### src/design/icache_geom_pkg.sv
`default_nettype none

package icache_geom_pkg;

  // Fetch address space
  localparam int vaddr_width_lp = 12;
  localparam int ptag_width_lp  = 4;
  localparam int paddr_width_lp = ptag_width_lp + vaddr_width_lp;

  // Payload widths
  localparam int instr_width_lp = 32;
  localparam int block_width_lp = 64;

  // Direct-mapped geometry, 8-byte blocks
  localparam int sets_lp               = 16;
  localparam int index_width_lp        = 4;
  localparam int block_offset_width_lp = 3;
  localparam int ctag_width_lp         = paddr_width_lp - index_width_lp
                                         - block_offset_width_lp;

  typedef logic [vaddr_width_lp-1:0] vaddr_t;
  typedef logic [ptag_width_lp-1:0]  ptag_t;

  // ptag on top of the page offset
  typedef logic [paddr_width_lp-1:0] paddr_t;

  typedef logic [index_width_lp-1:0] index_t;
  typedef logic [ctag_width_lp-1:0]  ctag_t;
  typedef logic [instr_width_lp-1:0] instr_t;
  typedef logic [block_width_lp-1:0] block_t;

endpackage

`default_nettype wire
### src/design/icache_mem_pkg.sv
`default_nettype none

package icache_mem_pkg;

  // Replay queue depth
  localparam int replay_depth_lp = 8;

  // {uncached, ptag, vaddr}
  typedef logic [icache_geom_pkg::paddr_width_lp:0] fetch_entry_t;

  // Block-aligned physical address
  typedef logic [icache_geom_pkg::paddr_width_lp-1:0] mem_addr_t;

  typedef enum logic [1:0] {
    e_ready     = 2'd0,
    e_send_cmd  = 2'd1,
    e_wait_resp = 2'd2,
    e_fill      = 2'd3
  } miss_state_e;

endpackage

`default_nettype wire

### src/design/icache_fetch_top.sv
`timescale 1ns/10ps
`default_nettype none

module icache_fetch_top
  (input  logic                      clk_i
   , input  logic                    arst_n_i

   , input  logic                    fetch_v_i
   , input  icache_geom_pkg::vaddr_t fetch_vaddr_i
   , input  icache_geom_pkg::ptag_t  fetch_ptag_i
   , input  logic                    fetch_uncached_i
   , output logic                    fetch_ready_o

   , output icache_geom_pkg::instr_t fetch_data_o
   , output logic                    fetch_data_v_o

   , output icache_mem_pkg::mem_addr_t mem_cmd_addr_o
   , output logic                    mem_cmd_v_o
   , input  logic                    mem_cmd_ready_i

   , input  icache_geom_pkg::block_t mem_resp_data_i
   , input  logic                    mem_resp_v_i
   , output logic                    mem_resp_yumi_o
   );

  import icache_geom_pkg::*;
  import icache_mem_pkg::*;

  fetch_entry_t issue_entry;
  logic         issue_v, issue_yumi;

  index_t rd_index;
  logic   rd_valid;
  ctag_t  rd_tag;
  block_t rd_data;

  logic   miss_v, miss_uncached, miss_busy;
  paddr_t miss_paddr;

  logic   fill_v;
  index_t fill_index;
  ctag_t  fill_tag;
  block_t fill_data;

  logic   unc_v;
  instr_t unc_data;

  replay_fifo u_replay_fifo
    (.clk_i(clk_i)
     ,.arst_n_i(arst_n_i)
     ,.push_v_i(fetch_v_i)
     ,.push_entry_i({fetch_uncached_i, fetch_ptag_i, fetch_vaddr_i})
     ,.push_ready_o(fetch_ready_o)
     ,.issue_v_o(issue_v)
     ,.issue_entry_o(issue_entry)
     ,.issue_yumi_i(issue_yumi)
     ,.retire_i(fetch_data_v_o)
     );

  icache_pipe u_icache_pipe
    (.clk_i(clk_i)
     ,.arst_n_i(arst_n_i)
     ,.issue_v_i(issue_v)
     ,.issue_entry_i(issue_entry)
     ,.issue_yumi_o(issue_yumi)
     ,.rd_index_o(rd_index)
     ,.rd_valid_i(rd_valid)
     ,.rd_tag_i(rd_tag)
     ,.rd_data_i(rd_data)
     ,.fetch_data_o(fetch_data_o)
     ,.fetch_data_v_o(fetch_data_v_o)
     ,.miss_v_o(miss_v)
     ,.miss_paddr_o(miss_paddr)
     ,.miss_uncached_o(miss_uncached)
     ,.miss_busy_i(miss_busy)
     ,.unc_v_i(unc_v)
     ,.unc_data_i(unc_data)
     );

  icache_arrays u_icache_arrays
    (.clk_i(clk_i)
     ,.arst_n_i(arst_n_i)
     ,.rd_index_i(rd_index)
     ,.rd_valid_o(rd_valid)
     ,.rd_tag_o(rd_tag)
     ,.rd_data_o(rd_data)
     ,.fill_v_i(fill_v)
     ,.fill_index_i(fill_index)
     ,.fill_tag_i(fill_tag)
     ,.fill_data_i(fill_data)
     );

  miss_engine u_miss_engine
    (.clk_i(clk_i)
     ,.arst_n_i(arst_n_i)
     ,.miss_v_i(miss_v)
     ,.miss_paddr_i(miss_paddr)
     ,.miss_uncached_i(miss_uncached)
     ,.busy_o(miss_busy)
     ,.mem_cmd_v_o(mem_cmd_v_o)
     ,.mem_cmd_addr_o(mem_cmd_addr_o)
     ,.mem_cmd_ready_i(mem_cmd_ready_i)
     ,.mem_resp_v_i(mem_resp_v_i)
     ,.mem_resp_data_i(mem_resp_data_i)
     ,.mem_resp_yumi_o(mem_resp_yumi_o)
     ,.fill_v_o(fill_v)
     ,.fill_index_o(fill_index)
     ,.fill_tag_o(fill_tag)
     ,.fill_data_o(fill_data)
     ,.unc_v_o(unc_v)
     ,.unc_data_o(unc_data)
     );

endmodule

`default_nettype wire

### src/design/miss_engine.sv
`timescale 1ns/10ps
`default_nettype none

module miss_engine
  (input  logic                      clk_i
   , input  logic                    arst_n_i

   , input  logic                    miss_v_i
   , input  icache_geom_pkg::paddr_t miss_paddr_i
   , input  logic                    miss_uncached_i
   , output logic                    busy_o

   , output logic                    mem_cmd_v_o
   , output icache_mem_pkg::mem_addr_t mem_cmd_addr_o
   , input  logic                    mem_cmd_ready_i

   , input  logic                    mem_resp_v_i
   , input  icache_geom_pkg::block_t mem_resp_data_i
   , output logic                    mem_resp_yumi_o

   , output logic                    fill_v_o
   , output icache_geom_pkg::index_t fill_index_o
   , output icache_geom_pkg::ctag_t  fill_tag_o
   , output icache_geom_pkg::block_t fill_data_o

   , output logic                    unc_v_o
   , output icache_geom_pkg::instr_t unc_data_o
   );

  import icache_geom_pkg::*;
  import icache_mem_pkg::*;

  miss_state_e state_r, state_n;

  paddr_t miss_paddr_r;
  logic   miss_uncached_r;
  block_t resp_buf_r;

  assign busy_o          = (state_r != e_ready);
  assign mem_cmd_v_o     = (state_r == e_send_cmd);
  assign mem_resp_yumi_o = (state_r == e_wait_resp) & mem_resp_v_i;

  assign mem_cmd_addr_o = {miss_paddr_r[paddr_width_lp-1:block_offset_width_lp],
                           {block_offset_width_lp{1'b0}}};

  // Response buffer drains into the arrays or the uncached buffer
  assign fill_v_o     = (state_r == e_fill) & ~miss_uncached_r;
  assign fill_index_o = miss_paddr_r[block_offset_width_lp +: index_width_lp];
  assign fill_tag_o   = miss_paddr_r[paddr_width_lp-1 -: ctag_width_lp];
  assign fill_data_o  = resp_buf_r;

  assign unc_v_o    = (state_r == e_fill) & miss_uncached_r;
  assign unc_data_o = miss_paddr_r[block_offset_width_lp-1]
                      ? resp_buf_r[block_width_lp-1 -: instr_width_lp]
                      : resp_buf_r[instr_width_lp-1:0];

  always_comb begin
    state_n = state_r;
    case (state_r)
      e_ready:     if (miss_v_i) state_n = e_send_cmd;
      e_send_cmd:  if (mem_cmd_ready_i) state_n = e_wait_resp;
      e_wait_resp: if (mem_resp_v_i) state_n = e_fill;
      e_fill:      state_n = e_ready;
      default:     state_n = e_ready;
    endcase
  end

  always_ff @(posedge clk_i or negedge arst_n_i) begin
    if (!arst_n_i)
      state_r <= e_ready;
    else
      state_r <= state_n;
  end

  always_ff @(posedge clk_i) begin
    if ((state_r == e_ready) && miss_v_i) begin
      miss_paddr_r    <= miss_paddr_i;
      miss_uncached_r <= miss_uncached_i;
    end
    if (mem_resp_yumi_o)
      resp_buf_r <= mem_resp_data_i;
  end

  // Command held steady under back-pressure
  a_cmd_stable: assert property (@(posedge clk_i) disable iff (!arst_n_i)
    mem_cmd_v_o && !mem_cmd_ready_i |=> mem_cmd_v_o && $stable(mem_cmd_addr_o));

endmodule

`default_nettype wire

### src/design/icache_pipe.sv
`timescale 1ns/10ps
`default_nettype none

module icache_pipe
  (input  logic                         clk_i
   , input  logic                       arst_n_i

   , input  logic                       issue_v_i
   , input  icache_mem_pkg::fetch_entry_t issue_entry_i
   , output logic                       issue_yumi_o

   , output icache_geom_pkg::index_t    rd_index_o
   , input  logic                       rd_valid_i
   , input  icache_geom_pkg::ctag_t     rd_tag_i
   , input  icache_geom_pkg::block_t    rd_data_i

   , output icache_geom_pkg::instr_t    fetch_data_o
   , output logic                       fetch_data_v_o

   , output logic                       miss_v_o
   , output icache_geom_pkg::paddr_t    miss_paddr_o
   , output logic                       miss_uncached_o
   , input  logic                       miss_busy_i

   , input  logic                       unc_v_i
   , input  icache_geom_pkg::instr_t    unc_data_i
   );

  import icache_geom_pkg::*;
  import icache_mem_pkg::*;

  // Tag lookup stage
  logic         tl_v_r;
  fetch_entry_t tl_entry_r;

  // Tag verify stage
  logic         tv_v_r;
  fetch_entry_t tv_entry_r;
  paddr_t       tv_paddr;
  logic         tv_uncached;
  ctag_t        tv_ctag;
  instr_t       tv_cached_word;
  logic         cached_hit;
  logic         unc_hit;
  logic         tv_hit;
  logic         tv_miss;
  logic         pipe_ready;

  // Uncached buffer
  logic         unc_buf_v_r;
  instr_t       unc_buf_data_r;
  paddr_t       unc_buf_paddr_r;
  paddr_t       miss_paddr_r;

  assign pipe_ready   = ~miss_busy_i & ~tv_miss;
  assign issue_yumi_o = issue_v_i & pipe_ready;

  assign rd_index_o = tl_entry_r[block_offset_width_lp +: index_width_lp];

  assign tv_paddr    = tv_entry_r[paddr_width_lp-1:0];
  assign tv_uncached = tv_entry_r[paddr_width_lp];
  assign tv_ctag     = tv_paddr[paddr_width_lp-1 -: ctag_width_lp];

  // Bit 2 picks the upper word of the block
  assign tv_cached_word = tv_paddr[block_offset_width_lp-1]
                          ? rd_data_i[block_width_lp-1 -: instr_width_lp]
                          : rd_data_i[instr_width_lp-1:0];

  assign cached_hit = rd_valid_i & (rd_tag_i == tv_ctag);
  assign unc_hit    = unc_buf_v_r & (unc_buf_paddr_r == tv_paddr);
  assign tv_hit     = tv_uncached ? unc_hit : cached_hit;
  assign tv_miss    = tv_v_r & ~tv_hit;

  assign fetch_data_v_o = tv_v_r & tv_hit;
  assign fetch_data_o   = tv_uncached ? unc_buf_data_r : tv_cached_word;

  assign miss_v_o        = tv_miss;
  assign miss_paddr_o    = tv_paddr;
  assign miss_uncached_o = tv_uncached;

  always_ff @(posedge clk_i or negedge arst_n_i) begin
    if (!arst_n_i) begin
      tl_v_r      <= 1'b0;
      tv_v_r      <= 1'b0;
      unc_buf_v_r <= 1'b0;
    end else begin
      tl_v_r <= issue_yumi_o;
      // Miss squashes the younger request
      tv_v_r <= tl_v_r & ~tv_miss;
      if (unc_v_i)
        unc_buf_v_r <= 1'b1;
      else if (fetch_data_v_o & tv_uncached)
        unc_buf_v_r <= 1'b0;
    end
  end

  always_ff @(posedge clk_i) begin
    tl_entry_r <= issue_entry_i;
    tv_entry_r <= tl_entry_r;
    if (tv_miss)
      miss_paddr_r <= tv_paddr;
    if (unc_v_i) begin
      unc_buf_data_r  <= unc_data_i;
      unc_buf_paddr_r <= miss_paddr_r;
    end
  end

  a_no_data_while_busy: assert property (@(posedge clk_i) disable iff (!arst_n_i)
    !(fetch_data_v_o && miss_busy_i));

  // Engine takes every miss on the next cycle
  a_miss_taken: assert property (@(posedge clk_i) disable iff (!arst_n_i)
    miss_v_o |=> miss_busy_i);

endmodule

`default_nettype wire

### src/design/icache_arrays.sv
`timescale 1ns/10ps
`default_nettype none

module icache_arrays
  (input  logic                    clk_i
   , input  logic                  arst_n_i

   , input  icache_geom_pkg::index_t rd_index_i
   , output logic                  rd_valid_o
   , output icache_geom_pkg::ctag_t  rd_tag_o
   , output icache_geom_pkg::block_t rd_data_o

   , input  logic                  fill_v_i
   , input  icache_geom_pkg::index_t fill_index_i
   , input  icache_geom_pkg::ctag_t  fill_tag_i
   , input  icache_geom_pkg::block_t fill_data_i
   );

  import icache_geom_pkg::*;

  logic [sets_lp-1:0] valid_r;
  ctag_t  tag_mem  [sets_lp];
  block_t data_mem [sets_lp];

  // Valid bits
  always_ff @(posedge clk_i or negedge arst_n_i) begin
    if (!arst_n_i) begin
      valid_r    <= '0;
      rd_valid_o <= 1'b0;
    end else begin
      if (fill_v_i)
        valid_r[fill_index_i] <= 1'b1;
      rd_valid_o <= valid_r[rd_index_i];
    end
  end

  // Tag and data, synchronous read
  always_ff @(posedge clk_i) begin
    if (fill_v_i) begin
      tag_mem[fill_index_i]  <= fill_tag_i;
      data_mem[fill_index_i] <= fill_data_i;
    end
    rd_tag_o  <= tag_mem[rd_index_i];
    rd_data_o <= data_mem[rd_index_i];
  end

endmodule

`default_nettype wire

### src/design/replay_fifo.sv
`timescale 1ns/10ps
`default_nettype none

module replay_fifo
  (input  logic                         clk_i
   , input  logic                       arst_n_i

   , input  logic                       push_v_i
   , input  icache_mem_pkg::fetch_entry_t push_entry_i
   , output logic                       push_ready_o

   , output logic                       issue_v_o
   , output icache_mem_pkg::fetch_entry_t issue_entry_o
   , input  logic                       issue_yumi_i

   , input  logic                       retire_i
   );

  import icache_mem_pkg::*;

  // One wrap bit above the slot index
  typedef logic [$clog2(replay_depth_lp):0] ptr_t;

  fetch_entry_t mem_r [replay_depth_lp];

  ptr_t wptr_r, iptr_r, rptr_r;
  ptr_t occupancy;
  logic full;
  logic push_fire;
  logic yumi_r, yumi_rr;
  logic rollback;

  assign occupancy    = wptr_r - rptr_r;
  assign full         = (occupancy == ptr_t'(replay_depth_lp));
  assign push_ready_o = ~full;
  assign push_fire    = push_v_i & push_ready_o;

  assign issue_v_o     = (iptr_r != wptr_r);
  assign issue_entry_o = mem_r[iptr_r[$clog2(replay_depth_lp)-1:0]];

  // Issued two cycles ago and not retired now
  assign rollback = yumi_rr & ~retire_i;

  always_ff @(posedge clk_i or negedge arst_n_i) begin
    if (!arst_n_i) begin
      wptr_r  <= '0;
      iptr_r  <= '0;
      rptr_r  <= '0;
      yumi_r  <= 1'b0;
      yumi_rr <= 1'b0;
    end else begin
      yumi_r  <= issue_yumi_i;
      yumi_rr <= yumi_r;
      if (push_fire)
        wptr_r <= wptr_r + 1'b1;
      if (retire_i)
        rptr_r <= rptr_r + 1'b1;
      if (rollback)
        iptr_r <= rptr_r;
      else if (issue_yumi_i)
        iptr_r <= iptr_r + 1'b1;
    end
  end

  always_ff @(posedge clk_i) begin
    if (push_fire)
      mem_r[wptr_r[$clog2(replay_depth_lp)-1:0]] <= push_entry_i;
  end

  // Never holds more than the ring
  a_no_overflow: assert property (@(posedge clk_i) disable iff (!arst_n_i)
    occupancy <= ptr_t'(replay_depth_lp));

  // Issue pointer stays between retire and write
  a_issue_window: assert property (@(posedge clk_i) disable iff (!arst_n_i)
    ptr_t'(iptr_r - rptr_r) <= occupancy);

endmodule

`default_nettype wire

### config.mk
export PLATFORM = sky130hd
export DESIGN_NAME = icache_fetch_top
export DESIGN_NICKNAME = d
export VERILOG_FILES = /design/src/design/icache_geom_pkg.sv /design/src/design/icache_mem_pkg.sv /design/src/design/icache_fetch_top.sv /design/src/design/miss_engine.sv /design/src/design/icache_pipe.sv /design/src/design/icache_arrays.sv /design/src/design/replay_fifo.sv
export SDC_FILE = /design/constraint.sdc
export NUM_CORES = 1
export LEC_CHECK = 0
export BUFFER_PORTS_ARGS = -buffer_cell sky130_fd_sc_hd__buf_2
export CAP_MARGIN = 5
export CELL_PAD_IN_SITES_DETAIL_PLACEMENT = 0
export CELL_PAD_IN_SITES_GLOBAL_PLACEMENT = 1
export CORE_MARGIN = 2
export CORE_UTILIZATION = 50
export DETAILED_ROUTE_END_ITERATION = 7
export GPL_TIMING_DRIVEN = 0
export PLACE_DENSITY = 0.79
export SYNTH_ARGS = -nofsm -noshare
export SYNTH_HDL_FRONTEND = slang
export SYNTH_SLANG_ARGS = --single-unit
### constraint.sdc
create_clock -name clk_i -period 6.93 [get_ports clk_i]
set_clock_uncertainty 0.05 [all_clocks]
set_input_delay 0.693 -clock clk_i [delete_from_list [all_inputs] [get_ports clk_i]]
set_output_delay 0.693 -clock clk_i [all_outputs]
set_load 0.1 [all_outputs]
==> flow_metrics.env <==
export IMPL_ys_ff_latch=1589
export IMPL_insertion_delay_ns=0.76
export IMPL_synth_main_ff_cell="edfxtp_1"
export IMPL_hold_depth=1
export IMPL_async_flop_share_pct=2.203
export IMPL_dpl_hpwl_um=85410
export IMPL_grt_max_degree=36
export IMPL_vias_per_cell=6.091
export IMPL_r2r_end="u_icache_arrays.rd_data_o[40]$_DFF_P_"
export IMPL_arrival_ns=4.02
export IMPL_postLayoutCellArea_mm2=0.06796
export IMPL_hold_end="u_miss_engine.fill_data_o[1]$_DFFE_PP_"
export IMPL_floorplan_initialDensity_pct=50.37
export IMPL_synth_edf_count=1447
export IMPL_switching_share_pct=30.78
export IMPL_numCtsBuffers=152
export IMPL_avgRoutedWirePerCell_um=30.37
export IMPL_cts_tree="yes"
export IMPL_p_leak_nw=21.99
export IMPL_fillers=7921
export IMPL_fin_hold_ws_ns=0.06218
export IMPL_path_clk_slew_ns=0.06
export IMPL_tightest_slew_ns=1.306
export IMPL_vias=27370
export IMPL_synthToLayoutAreaGrowth_pct=16.12
export IMPL_critical_path_required_ns=6.19
export IMPL_avgSynthCellArea_um2=23.90
export IMPL_core_mm2=0.1162
export IMPL_switchingPower_w=0.008703
export IMPL_layout_min_cycle_time_ns=4.761
export IMPL_hold_viol=0
export IMPL_post_route_drc_count=0
export IMPL_dr_pass1_iters=5
export IMPL_setup_tns_final_ns=0
export IMPL_synthesis_area_mm2=0.05853
export IMPL_cts_setup_buffers=0
export IMPL_power_frac_seq_pct=43.3
export IMPL_antenna_found_initial=2
export IMPL_cts_sinks=1589
export IMPL_dpl_cell_area_mm2=0.06286
export IMPL_total_power_w=0.02828
export IMPL_fin_util_pct=58.49
export IMPL_setup_viol=0
export IMPL_drive_gt1_share_pct=33.03
export IMPL_clockBufferDepth=3
export IMPL_status="complete, no violations"
export IMPL_first_iter_violations=3373
export IMPL_power_density_mw_per_mm2=416.0
export IMPL_cp_start_kind="register"
export IMPL_combPwrFrac_pct=27.4
export IMPL_drv_slew=0
export IMPL_critPathKind="register to output pin"
export IMPL_nets=2935
export IMPL_gr_usage_all_layers_pct=22.97
export IMPL_rsz0062_at_grt="no"
export IMPL_worstPathMaxFanout=10
export IMPL_ant_nets=0
export IMPL_die_area_mm2=0.1198
export IMPL_maxSlewHeadroom_pct=12.93
export IMPL_io_pins=138
export IMPL_ir_drop_uv=288.6
export IMPL_die_w_um=346.1
export IMPL_synth_cells=2449
export IMPL_finalCritPeriodShare_pct=68.70
export IMPL_grt_pass1_vias=28570
export IMPL_overflow=0
export IMPL_grt_first_pass_wirelength_um=196500
export IMPL_htreeDepth=4
export IMPL_rows=125
export IMPL_hp_start="mem_resp_data_i[1]"
export IMPL_reg2reg_setup_slack_ns=2.52
export IMPL_ys_seq_area_share_pct=79.39
export IMPL_gp_congestion=0.7447
export IMPL_p_int_w=0.01957
export IMPL_crit_path_end_kind="output pin"
export IMPL_hp_class="input pin to register"
export IMPL_max_freq_ghz=0.2101
export IMPL_drt_wl_total_um=136500
export IMPL_reg2reg_depth=5
export IMPL_cts_resized_gates=0
export IMPL_r2r_start="u_icache_pipe.tl_entry_r[3]$_DFF_P_"
export IMPL_synth_cell_type_count=46
export IMPL_io_buffers=134
export IMPL_drv_cap=0
export IMPL_power_share_clock_pct=29.3
export IMPL_cts_root_buffer="clkbuf_16"
export IMPL_die_h_um=346.1
export IMPL_yosysWarnings=0
==> cells by family (layout without fill, tap and decap cells) <==
logic type / Yosys count / in the layout / synth area share [%]
mux: 487 / 487 / 17.07
simple gates: 131 / 131 / 1.135
xor+xnor: 37 / 37 / 0.5537
flops: 1589 / 1589 / 79.39
fa+ha+maj: 11 / 11 / 0.2351
compound gates: 54 / 54 / 0.5750
buf+inv: 139 / 655 / 1.028
other cells: 1 / 5 / 0.006407
==> timing repair <==
action	in CTS	in global routing
hold buffers	1	0
endpoints found under the setup margin	0	0
hold endpoints to repair	35	0
==> power by group through the flow <==
| stage | registers [W] | clock network, W | logic (W) |
|---|---|---|---|
| after floorplan | 0.0121 | 0 | 0.00556 |
| after detailed placement | 0.0124 | 0 | 0.00776 |
| after CTS | 0.0122 | 0.00840 | 0.00783 |
| final | 0.0122 | 0.00829 | 0.00774 |
| after global routing | 0.0123 | 0.00878 | 0.00812 |
| after global placement | 0.0124 | 0 | 0.00751 |
==> routing by layer <==
layer  part of all wire (%)  track usage, %
met1                     38           30.10
met3                    8.9           5.511
met4                    2.6           6.987
met5                      0               0
met2                     51           38.42
==> sequential cells by signal, summed over array words and instances, names as in the netlist, 9 cells and up <==
name                           flops
u_replay_fifo.mem_r              136
u_miss_engine.miss_paddr_r        14
u_icache_arrays.valid_r           16
u_icache_arrays.tag_mem          144
u_icache_arrays.rd_tag_o           9
u_icache_pipe.unc_buf_paddr_r     16
u_miss_engine.fill_data_o         64
u_icache_pipe.miss_paddr_r        16
u_icache_pipe.unc_buf_data_r      32
u_icache_arrays.rd_data_o         64
u_icache_arrays.data_mem        1024
u_icache_pipe.tv_entry_r          17
u_icache_pipe.tl_entry_r          17
==> worst max path at each step <==
stage	endpoint	cells past startpoint	start
2_1_floorplan	u_icache_arrays.valid_r[0]$_DFFE_PN0P_	5	u_miss_engine.state_r[0]$_DFFE_PN0P_
3_3_place_gp	u_icache_arrays.valid_r[0]$_DFFE_PN0P_	5	u_miss_engine.state_r[0]$_DFFE_PN0P_
3_5_place_dp	u_icache_arrays.rd_data_o[40]$_DFF_P_	5	u_icache_pipe.tl_entry_r[3]$_DFF_P_
4_1_cts	fetch_data_o[29]	5	u_icache_pipe.tv_entry_r[2]$_DFF_P_
5_1_grt	fetch_data_o[29]	5	u_icache_pipe.tv_entry_r[2]$_DFF_P_
6_report	fetch_data_o[30]	5	u_icache_pipe.tv_entry_r[2]$_DFF_P_
==> synth_stat cells, types with 3 or more instances <==
library cell / number / area [um^2]
a31oi_1: 3 / 18.77
and2_1: 4 / 25.02
buf_1: 35 / 131.4
buf_4: 16 / 120.1
clkbuf_1: 72 / 270.3
dfrtp_1: 35 / 875.8
dfxtp_1: 107 / 2142
edfxtp_1: 1447 / 43450
ha_1: 11 / 137.6
inv_1: 13 / 48.80
mux2_2: 51 / 574.3
mux2i_1: 32 / 320.3
mux4_2: 404 / 9099
nand2_1: 41 / 153.9
nand2b_1: 6 / 37.54
nand3_1: 9 / 45.04
nand4_1: 3 / 18.77
nor2_1: 19 / 71.32
nor2b_1: 3 / 18.77
nor3_1: 10 / 50.05
nor4_1: 6 / 37.54
o211ai_1: 4 / 30.03
o21ai_0: 34 / 170.2
o31ai_1: 3 / 22.52
or2_2: 16 / 100.1
or3_1: 4 / 25.02
or4_1: 4 / 30.03
xnor2_1: 12 / 105.1
xor2_1: 25 / 219.0
==> final cells by class <==
type	count	area (um^2)	area share, %
Inverter	14	57.56	0.08468
Sequential cell	1589	46470	68.37
Antenna cell	2	5.005	0.007364
Tap cell	1524	1907	2.806
Timing Repair Buffer	233	2310	3.398
Multi-Input combinational cell	723	11610	17.09
Buffer	125	545.5	0.8027
Clock buffer	222	4434	6.524
Clock inverter	61	620.6	0.9131
==> stage by stage <==
| step | worst slack [ns] | cells |
|---|---|---|
| finish | 2.169 | 4493 |
| global route | 1.999 | 4491 |
| CTS | 2.153 | 4489 |
| detailed placement | 2.557 | 4205 |
| global placement | -6.940 | 4109 |
| floorplan | 0.2783 | 2451 |
==> worst max-delay path, cell delays in order (launching register included) <==
cell and delay [ns]:
dfxtp_1 0.35, clkbuf_1 0.61, clkbuf_1 1.01, mux2i_1 0.16
o21ai_0 0.58, buf_2 0.55
==> cells in the final DEF (no fill, tap or decap), types with 13 or more instances in the layout <==
| master | instances |
|---|---|
| buf_1 | 34 |
| buf_12 | 33 |
| buf_16 | 15 |
| buf_2 | 134 |
| buf_4 | 23 |
| buf_6 | 40 |
| clkbuf_1 | 112 |
| clkbuf_16 | 158 |
| clkbuf_8 | 24 |
| clkinv_1 | 13 |
| clkinv_2 | 23 |
| dfrtp_1 | 35 |
| dfxtp_1 | 107 |
| edfxtp_1 | 1447 |
| inv_1 | 13 |
| mux2_2 | 51 |
| mux2i_1 | 32 |
| mux4_2 | 404 |
| nand2_1 | 41 |
| o21ai_0 | 34 |
| or2_2 | 16 |
| xor2_1 | 25 |
No activity file was read; power rests on OpenSTA's default activity.
